### config.mk
export PLATFORM = sky130hd
export DESIGN_NAME = clint_top
export DESIGN_NICKNAME = d
export VERILOG_FILES = /design/src/clint_pkg.sv /design/src/resp_hold.sv /design/src/axi_mtimer.sv /design/src/axi_msip.sv /design/src/clint_demux.sv /design/src/clint_top.sv
export SDC_FILE = /design/constraint.sdc
export NUM_CORES = 1
export LEC_CHECK = 0
export ABC_AREA = 0
export BUFFER_PORTS_ARGS = -buffer_cell sky130_fd_sc_hd__buf_2
export CORE_MARGIN = 3
export CORE_UTILIZATION = 45
export CTS_CLUSTER_DIAMETER = 30
export DETAILED_ROUTE_END_ITERATION = 8
export PLACE_DENSITY = 0.71
export SYNTH_ARGS = -nofsm -noshare
export SYNTH_HDL_FRONTEND = slang
export SYNTH_HIERARCHICAL = 1
export SYNTH_SLANG_ARGS = --single-unit
### constraint.sdc
create_clock -name clk -period 3.9 [get_ports clk]
set_input_delay 0.39 -clock clk [delete_from_list [all_inputs] [get_ports clk]]
set_output_delay 0.39 -clock clk [all_outputs]
set_load 0.005 [all_outputs]
### src/clint_pkg.sv
package clint_pkg;

  localparam int AXI_ADDR_W = 32;
  localparam int AXI_DATA_W = 32;
  localparam int AXI_ID_W   = 4;

  typedef logic [AXI_ID_W-1:0] axi_tid_t;
  typedef logic [1:0]          axi_resp_t;

  localparam axi_resp_t RESP_OKAY   = 2'b00;
  localparam axi_resp_t RESP_DECERR = 2'b11;

  // Regions are told apart by address bits 31:16
  localparam logic [AXI_ADDR_W-1:0] MTIMER_BASE = 32'h0000_0000;
  localparam logic [AXI_ADDR_W-1:0] MSIP_BASE   = 32'h0001_0000;

  // Timer register offsets
  localparam logic [15:0] MTIME_LO    = 16'h0000;
  localparam logic [15:0] MTIME_HI    = 16'h0004;
  localparam logic [15:0] MTIMECMP_LO = 16'h0008;
  localparam logic [15:0] MTIMECMP_HI = 16'h000C;

  // Single msip bit at the bottom of its region
  localparam logic [15:0] MSIP_REG = 16'h0000;

  localparam int MTIME_DIV     = 4;
  localparam int MTIME_PRESC_W = $clog2(MTIME_DIV);

  typedef struct packed {
    axi_tid_t  id;
    axi_resp_t resp;
  } b_payload_t;

  typedef struct packed {
    axi_tid_t                id;
    logic [AXI_DATA_W-1:0]   data;
    axi_resp_t               resp;
  } r_payload_t;

endpackage

### src/resp_hold.sv
`timescale 1ns/1ps

module resp_hold #(
  parameter type payload_t = logic
) (
  input  logic     clk,
  input  logic     rst,
  input  logic     in_valid,
  output logic     in_ready,
  input  payload_t in_data,
  output logic     out_valid,
  input  logic     out_ready,
  output payload_t out_data
);

  logic     full;
  payload_t data_q;

  // Room when empty or when the held entry leaves this cycle
  assign in_ready  = ~full | out_ready;
  assign out_valid = full;
  assign out_data  = data_q;

  always_ff @(posedge clk) begin
    if (!rst) begin
      full <= 1'b0;
    end else if (in_ready) begin
      full <= in_valid;
    end
  end

  always_ff @(posedge clk) begin
    if (in_valid && in_ready) begin
      data_q <= in_data;
    end
  end

endmodule

### src/axi_mtimer.sv
`timescale 1ns/1ps

module axi_mtimer import clint_pkg::*; (
  input  logic                  clk,
  input  logic                  rst,
  // AW
  input  logic                  awvalid,
  output logic                  awready,
  input  logic [AXI_ADDR_W-1:0] awaddr,
  input  axi_tid_t              awid,
  // W
  input  logic                  wvalid,
  output logic                  wready,
  input  logic [AXI_DATA_W-1:0] wdata,
  // B
  output logic                  bvalid,
  input  logic                  bready,
  output axi_tid_t              bid,
  output axi_resp_t             bresp,
  // AR
  input  logic                  arvalid,
  output logic                  arready,
  input  logic [AXI_ADDR_W-1:0] araddr,
  input  axi_tid_t              arid,
  // R
  output logic                  rvalid,
  input  logic                  rready,
  output axi_tid_t              rid,
  output logic [AXI_DATA_W-1:0] rdata,
  output axi_resp_t             rresp,
  output logic                  mtimer_irq
);

  logic [MTIME_PRESC_W-1:0] presc;
  logic [63:0]              mtime;
  logic [63:0]              mtimecmp;
  logic                     aw_pend;
  logic [15:0]              wr_off;
  axi_tid_t                 wr_id;
  logic                     aw_fire;
  logic                     w_fire;
  logic                     b_in_ready;
  logic [AXI_DATA_W-1:0]    rd_data;
  b_payload_t               b_in;
  b_payload_t               b_out;
  r_payload_t               r_in;
  r_payload_t               r_out;

  // One write at a time, W only after its AW
  assign awready = ~aw_pend;
  assign wready  = aw_pend & b_in_ready;
  assign aw_fire = awvalid & awready;
  assign w_fire  = wvalid & wready;

  always_ff @(posedge clk) begin
    if (!rst) begin
      presc    <= '0;
      mtime    <= '0;
      mtimecmp <= '1;
      aw_pend  <= 1'b0;
    end else begin
      if (presc == MTIME_PRESC_W'(MTIME_DIV - 1)) begin
        presc <= '0;
        mtime <= mtime + 64'd1;
      end else begin
        presc <= presc + 1'b1;
      end

      if (aw_fire) begin
        aw_pend <= 1'b1;
      end else if (w_fire) begin
        aw_pend <= 1'b0;
      end

      // mtime itself is read only
      if (w_fire) begin
        case (wr_off)
          MTIMECMP_LO: mtimecmp[31:0]  <= wdata;
          MTIMECMP_HI: mtimecmp[63:32] <= wdata;
          default: ;
        endcase
      end
    end
  end

  always_ff @(posedge clk) begin
    if (aw_fire) begin
      wr_off <= awaddr[15:0];
      wr_id  <= awid;
    end
  end

  // Sampled in the AR cycle
  always_comb begin
    case (araddr[15:0])
      MTIME_LO:    rd_data = mtime[31:0];
      MTIME_HI:    rd_data = mtime[63:32];
      MTIMECMP_LO: rd_data = mtimecmp[31:0];
      MTIMECMP_HI: rd_data = mtimecmp[63:32];
      default:     rd_data = '0;
    endcase
  end

  assign b_in = '{id: wr_id, resp: RESP_OKAY};
  assign r_in = '{id: arid, data: rd_data, resp: RESP_OKAY};

  resp_hold #(.payload_t(b_payload_t)) u_b_hold (
    .clk       (clk),
    .rst       (rst),
    .in_valid  (w_fire),
    .in_ready  (b_in_ready),
    .in_data   (b_in),
    .out_valid (bvalid),
    .out_ready (bready),
    .out_data  (b_out)
  );

  resp_hold #(.payload_t(r_payload_t)) u_r_hold (
    .clk       (clk),
    .rst       (rst),
    .in_valid  (arvalid),
    .in_ready  (arready),
    .in_data   (r_in),
    .out_valid (rvalid),
    .out_ready (rready),
    .out_data  (r_out)
  );

  assign bid   = b_out.id;
  assign bresp = b_out.resp;
  assign rid   = r_out.id;
  assign rdata = r_out.data;
  assign rresp = r_out.resp;

  assign mtimer_irq = (mtime >= mtimecmp);

endmodule

### src/axi_msip.sv
`timescale 1ns/1ps

module axi_msip import clint_pkg::*; (
  input  logic                  clk,
  input  logic                  rst,
  input  logic                  awvalid,
  output logic                  awready,
  input  logic [AXI_ADDR_W-1:0] awaddr,
  input  axi_tid_t              awid,
  input  logic                  wvalid,
  output logic                  wready,
  input  logic [AXI_DATA_W-1:0] wdata,
  output logic                  bvalid,
  input  logic                  bready,
  output axi_tid_t              bid,
  output axi_resp_t             bresp,
  input  logic                  arvalid,
  output logic                  arready,
  input  logic [AXI_ADDR_W-1:0] araddr,
  input  axi_tid_t              arid,
  output logic                  rvalid,
  input  logic                  rready,
  output axi_tid_t              rid,
  output logic [AXI_DATA_W-1:0] rdata,
  output axi_resp_t             rresp,
  output logic                  msip_irq
);

  logic       msip;
  logic       aw_pend;
  logic       wr_hit;
  axi_tid_t   wr_id;
  logic       aw_fire;
  logic       w_fire;
  logic       b_in_ready;
  b_payload_t b_in;
  b_payload_t b_out;
  r_payload_t r_in;
  r_payload_t r_out;

  assign awready = ~aw_pend;
  assign wready  = aw_pend & b_in_ready;
  assign aw_fire = awvalid & awready;
  assign w_fire  = wvalid & wready;

  always_ff @(posedge clk) begin
    if (!rst) begin
      msip    <= 1'b0;
      aw_pend <= 1'b0;
    end else begin
      if (aw_fire) begin
        aw_pend <= 1'b1;
      end else if (w_fire) begin
        aw_pend <= 1'b0;
      end
      if (w_fire && wr_hit) begin
        msip <= wdata[0];
      end
    end
  end

  // Other offsets take the write and drop it
  always_ff @(posedge clk) begin
    if (aw_fire) begin
      wr_hit <= (awaddr[15:0] == MSIP_REG);
      wr_id  <= awid;
    end
  end

  assign b_in = '{id: wr_id, resp: RESP_OKAY};
  assign r_in = '{id: arid,
                  data: (araddr[15:0] == MSIP_REG) ? AXI_DATA_W'(msip) : '0,
                  resp: RESP_OKAY};

  resp_hold #(.payload_t(b_payload_t)) u_b_hold (
    .clk       (clk),
    .rst       (rst),
    .in_valid  (w_fire),
    .in_ready  (b_in_ready),
    .in_data   (b_in),
    .out_valid (bvalid),
    .out_ready (bready),
    .out_data  (b_out)
  );

  resp_hold #(.payload_t(r_payload_t)) u_r_hold (
    .clk       (clk),
    .rst       (rst),
    .in_valid  (arvalid),
    .in_ready  (arready),
    .in_data   (r_in),
    .out_valid (rvalid),
    .out_ready (rready),
    .out_data  (r_out)
  );

  assign bid   = b_out.id;
  assign bresp = b_out.resp;
  assign rid   = r_out.id;
  assign rdata = r_out.data;
  assign rresp = r_out.resp;

  assign msip_irq = msip;

endmodule

### src/clint_demux.sv
`timescale 1ns/1ps

module clint_demux import clint_pkg::*; (
  input  logic                  clk,
  input  logic                  rst,
  // Upstream slave port
  input  logic                  awvalid, wvalid, bready, arvalid, rready,
  output logic                  awready, wready, bvalid, arready, rvalid, rlast,
  input  logic [AXI_ADDR_W-1:0] awaddr, araddr,
  input  axi_tid_t              awid, arid,
  input  logic [AXI_DATA_W-1:0] wdata,
  output axi_tid_t              bid, rid,
  output axi_resp_t             bresp, rresp,
  output logic [AXI_DATA_W-1:0] rdata,
  // Toward the timer
  output logic                  mt_awvalid, mt_wvalid, mt_bready, mt_arvalid, mt_rready,
  input  logic                  mt_awready, mt_wready, mt_bvalid, mt_arready, mt_rvalid,
  output logic [AXI_ADDR_W-1:0] mt_awaddr, mt_araddr,
  output axi_tid_t              mt_awid, mt_arid,
  output logic [AXI_DATA_W-1:0] mt_wdata,
  input  axi_tid_t              mt_bid, mt_rid,
  input  axi_resp_t             mt_bresp, mt_rresp,
  input  logic [AXI_DATA_W-1:0] mt_rdata,
  // Toward msip
  output logic                  ms_awvalid, ms_wvalid, ms_bready, ms_arvalid, ms_rready,
  input  logic                  ms_awready, ms_wready, ms_bvalid, ms_arready, ms_rvalid,
  output logic [AXI_ADDR_W-1:0] ms_awaddr, ms_araddr,
  output axi_tid_t              ms_awid, ms_arid,
  output logic [AXI_DATA_W-1:0] ms_wdata,
  input  axi_tid_t              ms_bid, ms_rid,
  input  axi_resp_t             ms_bresp, ms_rresp,
  input  logic [AXI_DATA_W-1:0] ms_rdata
);

  typedef enum logic [1:0] {TGT_NONE, TGT_MT, TGT_MS} tgt_t;

  logic     rdy_en;
  logic     wr_pend, rd_pend;
  tgt_t     wr_tgt, rd_tgt;
  tgt_t     aw_tgt, ar_tgt;
  logic     aw_open, ar_open;
  logic     aw_fire, w_fire, b_fire, ar_fire, r_fire;
  logic     err_bvalid, err_rvalid;
  axi_tid_t err_bid, err_rid;

  function automatic tgt_t decode(input logic [AXI_ADDR_W-1:0] addr);
    if (addr[AXI_ADDR_W-1:16] == MTIMER_BASE[AXI_ADDR_W-1:16]) begin
      return TGT_MT;
    end else if (addr[AXI_ADDR_W-1:16] == MSIP_BASE[AXI_ADDR_W-1:16]) begin
      return TGT_MS;
    end
    return TGT_NONE;
  endfunction

  assign aw_tgt  = decode(awaddr);
  assign ar_tgt  = decode(araddr);
  // Closed for one cycle after reset and while a request is in flight
  assign aw_open = rdy_en & ~wr_pend;
  assign ar_open = rdy_en & ~rd_pend;

  assign mt_awvalid = awvalid & aw_open & (aw_tgt == TGT_MT);
  assign ms_awvalid = awvalid & aw_open & (aw_tgt == TGT_MS);
  assign mt_awaddr  = awaddr;
  assign ms_awaddr  = awaddr;
  assign mt_awid    = awid;
  assign ms_awid    = awid;

  assign mt_arvalid = arvalid & ar_open & (ar_tgt == TGT_MT);
  assign ms_arvalid = arvalid & ar_open & (ar_tgt == TGT_MS);
  assign mt_araddr  = araddr;
  assign ms_araddr  = araddr;
  assign mt_arid    = arid;
  assign ms_arid    = arid;

  // W follows the registered write target
  assign mt_wvalid = wvalid & wr_pend & (wr_tgt == TGT_MT);
  assign ms_wvalid = wvalid & wr_pend & (wr_tgt == TGT_MS);
  assign mt_wdata  = wdata;
  assign ms_wdata  = wdata;

  assign mt_bready = bready & wr_pend & (wr_tgt == TGT_MT);
  assign ms_bready = bready & wr_pend & (wr_tgt == TGT_MS);
  assign mt_rready = rready & rd_pend & (rd_tgt == TGT_MT);
  assign ms_rready = rready & rd_pend & (rd_tgt == TGT_MS);

  always_comb begin
    case (aw_tgt)
      TGT_MT:  awready = aw_open & mt_awready;
      TGT_MS:  awready = aw_open & ms_awready;
      default: awready = aw_open;
    endcase
    case (ar_tgt)
      TGT_MT:  arready = ar_open & mt_arready;
      TGT_MS:  arready = ar_open & ms_arready;
      default: arready = ar_open;
    endcase
  end

  always_comb begin
    case (wr_tgt)
      TGT_MT: begin
        wready = wr_pend & mt_wready;
        bvalid = wr_pend & mt_bvalid;
        bid    = mt_bid;
        bresp  = mt_bresp;
      end
      TGT_MS: begin
        wready = wr_pend & ms_wready;
        bvalid = wr_pend & ms_bvalid;
        bid    = ms_bid;
        bresp  = ms_bresp;
      end
      default: begin
        wready = wr_pend & ~err_bvalid;
        bvalid = err_bvalid;
        bid    = err_bid;
        bresp  = RESP_DECERR;
      end
    endcase
  end

  always_comb begin
    case (rd_tgt)
      TGT_MT: begin
        rvalid = rd_pend & mt_rvalid;
        rid    = mt_rid;
        rdata  = mt_rdata;
        rresp  = mt_rresp;
      end
      TGT_MS: begin
        rvalid = rd_pend & ms_rvalid;
        rid    = ms_rid;
        rdata  = ms_rdata;
        rresp  = ms_rresp;
      end
      default: begin
        rvalid = err_rvalid;
        rid    = err_rid;
        rdata  = '0;
        rresp  = RESP_DECERR;
      end
    endcase
  end

  assign rlast   = rvalid;
  assign aw_fire = awvalid & awready;
  assign w_fire  = wvalid & wready;
  assign b_fire  = bvalid & bready;
  assign ar_fire = arvalid & arready;
  assign r_fire  = rvalid & rready;

  always_ff @(posedge clk) begin
    if (!rst) begin
      rdy_en     <= 1'b0;
      wr_pend    <= 1'b0;
      rd_pend    <= 1'b0;
      wr_tgt     <= TGT_NONE;
      rd_tgt     <= TGT_NONE;
      err_bvalid <= 1'b0;
      err_rvalid <= 1'b0;
    end else begin
      rdy_en <= 1'b1;
      if (aw_fire) begin
        wr_pend <= 1'b1;
        wr_tgt  <= aw_tgt;
      end else if (b_fire) begin
        wr_pend <= 1'b0;
      end
      if (ar_fire) begin
        rd_pend <= 1'b1;
        rd_tgt  <= ar_tgt;
      end else if (r_fire) begin
        rd_pend <= 1'b0;
      end
      // Local error responses for unmapped addresses
      if (w_fire && wr_tgt == TGT_NONE) begin
        err_bvalid <= 1'b1;
      end else if (b_fire) begin
        err_bvalid <= 1'b0;
      end
      if (ar_fire && ar_tgt == TGT_NONE) begin
        err_rvalid <= 1'b1;
      end else if (r_fire) begin
        err_rvalid <= 1'b0;
      end
    end
  end

  always_ff @(posedge clk) begin
    if (aw_fire) begin
      err_bid <= awid;
    end
    if (ar_fire) begin
      err_rid <= arid;
    end
  end

endmodule

### src/clint_top.sv
`timescale 1ns/1ps

module clint_top import clint_pkg::*; (
  input  logic                  clk,
  input  logic                  rst,
  input  logic                  awvalid,
  output logic                  awready,
  input  logic [AXI_ADDR_W-1:0] awaddr,
  input  axi_tid_t              awid,
  input  logic                  wvalid,
  output logic                  wready,
  input  logic [AXI_DATA_W-1:0] wdata,
  output logic                  bvalid,
  input  logic                  bready,
  output axi_tid_t              bid,
  output axi_resp_t             bresp,
  input  logic                  arvalid,
  output logic                  arready,
  input  logic [AXI_ADDR_W-1:0] araddr,
  input  axi_tid_t              arid,
  output logic                  rvalid,
  input  logic                  rready,
  output axi_tid_t              rid,
  output logic [AXI_DATA_W-1:0] rdata,
  output axi_resp_t             rresp,
  output logic                  rlast,
  output logic                  mtimer_irq,
  output logic                  msip_irq
);

  logic                  mt_awvalid, mt_wvalid, mt_bready, mt_arvalid, mt_rready;
  logic                  mt_awready, mt_wready, mt_bvalid, mt_arready, mt_rvalid;
  logic [AXI_ADDR_W-1:0] mt_awaddr, mt_araddr;
  axi_tid_t              mt_awid, mt_arid, mt_bid, mt_rid;
  logic [AXI_DATA_W-1:0] mt_wdata, mt_rdata;
  axi_resp_t             mt_bresp, mt_rresp;

  logic                  ms_awvalid, ms_wvalid, ms_bready, ms_arvalid, ms_rready;
  logic                  ms_awready, ms_wready, ms_bvalid, ms_arready, ms_rvalid;
  logic [AXI_ADDR_W-1:0] ms_awaddr, ms_araddr;
  axi_tid_t              ms_awid, ms_arid, ms_bid, ms_rid;
  logic [AXI_DATA_W-1:0] ms_wdata, ms_rdata;
  axi_resp_t             ms_bresp, ms_rresp;

  clint_demux u_demux (.*);

  axi_mtimer u_mtimer (
    .clk (clk), .rst (rst),
    .awvalid (mt_awvalid), .awready (mt_awready), .awaddr (mt_awaddr), .awid (mt_awid),
    .wvalid  (mt_wvalid),  .wready  (mt_wready),  .wdata  (mt_wdata),
    .bvalid  (mt_bvalid),  .bready  (mt_bready),  .bid    (mt_bid),    .bresp (mt_bresp),
    .arvalid (mt_arvalid), .arready (mt_arready), .araddr (mt_araddr), .arid  (mt_arid),
    .rvalid  (mt_rvalid),  .rready  (mt_rready),  .rid    (mt_rid),
    .rdata   (mt_rdata),   .rresp   (mt_rresp),
    .mtimer_irq (mtimer_irq)
  );

  axi_msip u_msip (
    .clk (clk), .rst (rst),
    .awvalid (ms_awvalid), .awready (ms_awready), .awaddr (ms_awaddr), .awid (ms_awid),
    .wvalid  (ms_wvalid),  .wready  (ms_wready),  .wdata  (ms_wdata),
    .bvalid  (ms_bvalid),  .bready  (ms_bready),  .bid    (ms_bid),    .bresp (ms_bresp),
    .arvalid (ms_arvalid), .arready (ms_arready), .araddr (ms_araddr), .arid  (ms_arid),
    .rvalid  (ms_rvalid),  .rready  (ms_rready),  .rid    (ms_rid),
    .rdata   (ms_rdata),   .rresp   (ms_rresp),
    .msip_irq (msip_irq)
  );

endmodule

==> metrics.txt <==
synthesized instance count=1375; Routed WL=34.5 mm; Fillers=2694; post-placement cell count=1806; H-tree levels=2; vias in the first global route=10438; hold_ws=0.0215 ns; Setup TNS Final=0 ns; Worst Path Required=3.51 ns; flop-to-flop setup slack=1.09 ns; share of layout cells above drive strength 1=23.3%; Routed Antenna Nets=0; first-pass GRT wire length=54.9 mm; Post-Route Skew=0.0232 ns; placed wire-length estimate=24.2 mm; status=finished, final reports clean; largest net degree at the start of global routing=83; f_max=301 MHz; antenna violations before repair=2; worst path cell trace=inv_1, ha_1, nand2b_1, a2111oi_0, nor4b_1, or3_1, a211oi_1, o31ai_1, buf_2; WL/cell=17.9 um; Clk pin slew, worst setup/hold paths=0.05 ns; worst-case vdd ir drop=0.318 mV; max incr delay on CP=0.44 ns; Worst Path Arrival=2.94 ns; I/O pin total=163; Root Buffer=clkbuf_16; CP Class=reg -> out; Initial Utilization=46.0%; Worst path slowest cell=a2111oi_0; min-delay worst type=in -> reg; Worst setup SP type=register; core footprint=30900 um2; maxcap violations=0; Slew headroom=37.0%; Worst-Skew Late Latency=0.57 ns; Site Rows=64; Non-Filler Instances=1923; area occupied by registers=6560 um2; die extent in x=184 um; syn avg cell area=10.3 um2; P_leak=6.94 nW; DRC=0; Total GRT Usage=20.1%; Starting DRT DRC Count=810; Final min period=3.33 ns; clock sinks=267; Pwr Density=507 nW/um2; worst-margin pin slew=0.945 ns; Net count, final=1659; via count=10433; first drt pass iteration count=7; CP Capture Type=primary output; fin crit share=85.3%; antenna cells=0; P&R area growth vs syn=18.3%; Num CTS Buffers=59; I/O Buffers=162; GPL Wtd Cong=0.882; postcts setup bufs=0; Yosys warning total=6; Cell Area, Synth=14200 um2; grt ovf=0; die area=33800 um2; area of the multi-input gates=6320 um2; vias per inst=5.43; Crit Path Max Fanout=6; Setup violations, final=0; Bufs on Longest Clock Path=3; fin. max-slew vios=0; Final Hold Vio Count=0; TritonCTS clock tree=yes; RSZ-0062 raised after global routing=no; Die Ht=184 um
-- layout by cell type, fill, tap and decap left out, types with 26 or more instances in the layout --
master and instances:
conb_1 39, a21oi_1 41, inv_1 81, nand4_1 32, edfxtp_1 121, o211ai_1 64
nand2_1 120, mux4_2 32, nor2b_1 38, nor2_1 107, ha_1 71, nand3_1 41
buf_2 162, xor2_1 27, o21ai_0 26, clkbuf_16 61, dfxtp_1 146, a22oi_1 43
-- routing by layer --
layer / up-vias / global-route usage, % / part of all wire [%] / wire (um)
met5: - / 0 / 0.061 / 21
met4: 4 / 5.41 / 1.9 / 640
met3: 56 / 4.77 / 7.7 / 2660
met2: 373 / 33.3 / 47 / 16100
met1: 4968 / 26.6 / 44 / 15000
li1: 5032 / - / - / -
-- stage by stage --
step           power [W]  setup slack (ns)  instance area, um2  util, %
6_report         0.00853             0.573               16800     54.4
5_1_grt          0.00878             0.354               16800     54.4
4_1_cts          0.00860             0.569               16800     54.4
3_5_place_dp     0.00328              1.10               14600     47.3
3_3_place_gp     0.00327              1.18               14600     47.3
2_1_floorplan    0.00322              1.51               14400        -
-- final timing paths --
| path | startpoint | depth (start not counted) | to |
|---|---|---|---|
| worst max-delay path | u_mtimer/mtime[0]$_SDFFE_PN0P_ | 9 | mtimer_irq |
| worst min-delay path | awid[2] | 1 | u_demux/err_bid[2]$_DFFE_PP_ |
| worst max register to register | u_demux/wr_tgt[1]$_SDFFE_PN0P_ | 9 | u_mtimer/mtimecmp[37]$_SDFFE_PN1P_ |
| worst min register to register | u_msip/wr_id[3]$_DFFE_PP_ | 0 | u_msip/u_b_hold/out_data[5]$_DFFE_PP_ |
-- what timing repair did --
item / 4_1_cts / 5_1_grt
resized for setup: 0 / 0
hold buffers: 5 / 1
hold endpoints to repair: 5 / 1
-- layout make-up --
cell class / count / area share, %
repair buffers: 180 / 5.86
clock buffers: 64 / 9.26
clock inverters: 47 / 3.58
multi-input cells: 888 / 37.6
inverters: 81 / 1.81
flip-flops and latches: 267 / 39.0
well taps: 396 / 2.94
-- power by group --
group	total [W]	switching (W)	internal, W	leakage [nW]
sequential	0.00294	0.00000912	0.00293	2.23
combinational	0.000287	0.000162	0.000125	3.66
clock	0.00530	0.00170	0.00359	1.05
total	0.00853	0.00188	0.00665	6.94
-- registers in the layout (all words and copies together), names as in the netlist, 2 cells and up --
| name | count |
|---|---|
| u_demux/err_rid | 4 |
| u_msip/wr_id | 4 |
| u_mtimer/wr_off | 16 |
| u_mtimer/mtimecmp | 64 |
| u_mtimer/mtime | 64 |
| u_mtimer/wr_id | 4 |
| u_msip/u_r_hold/out_data | 38 |
| u_msip/u_b_hold/out_data | 6 |
| u_mtimer/u_r_hold/out_data | 38 |
| u_demux/err_bid | 4 |
| u_demux/wr_tgt | 2 |
| u_mtimer/u_b_hold/out_data | 6 |
| u_mtimer/presc | 2 |
| u_demux/rd_tgt | 2 |
-- worst max-delay path, delay by kind of cell (launching register included) --
kind / cells / cell delay (ns)
fa+ha+maj: 1 / 0.28
buf+inv: 2 / 0.23
compound gates: 3 / 0.85
flops: 1 / 0.42
simple gates: 3 / 0.58
Power figures use the tool's default switching activity.
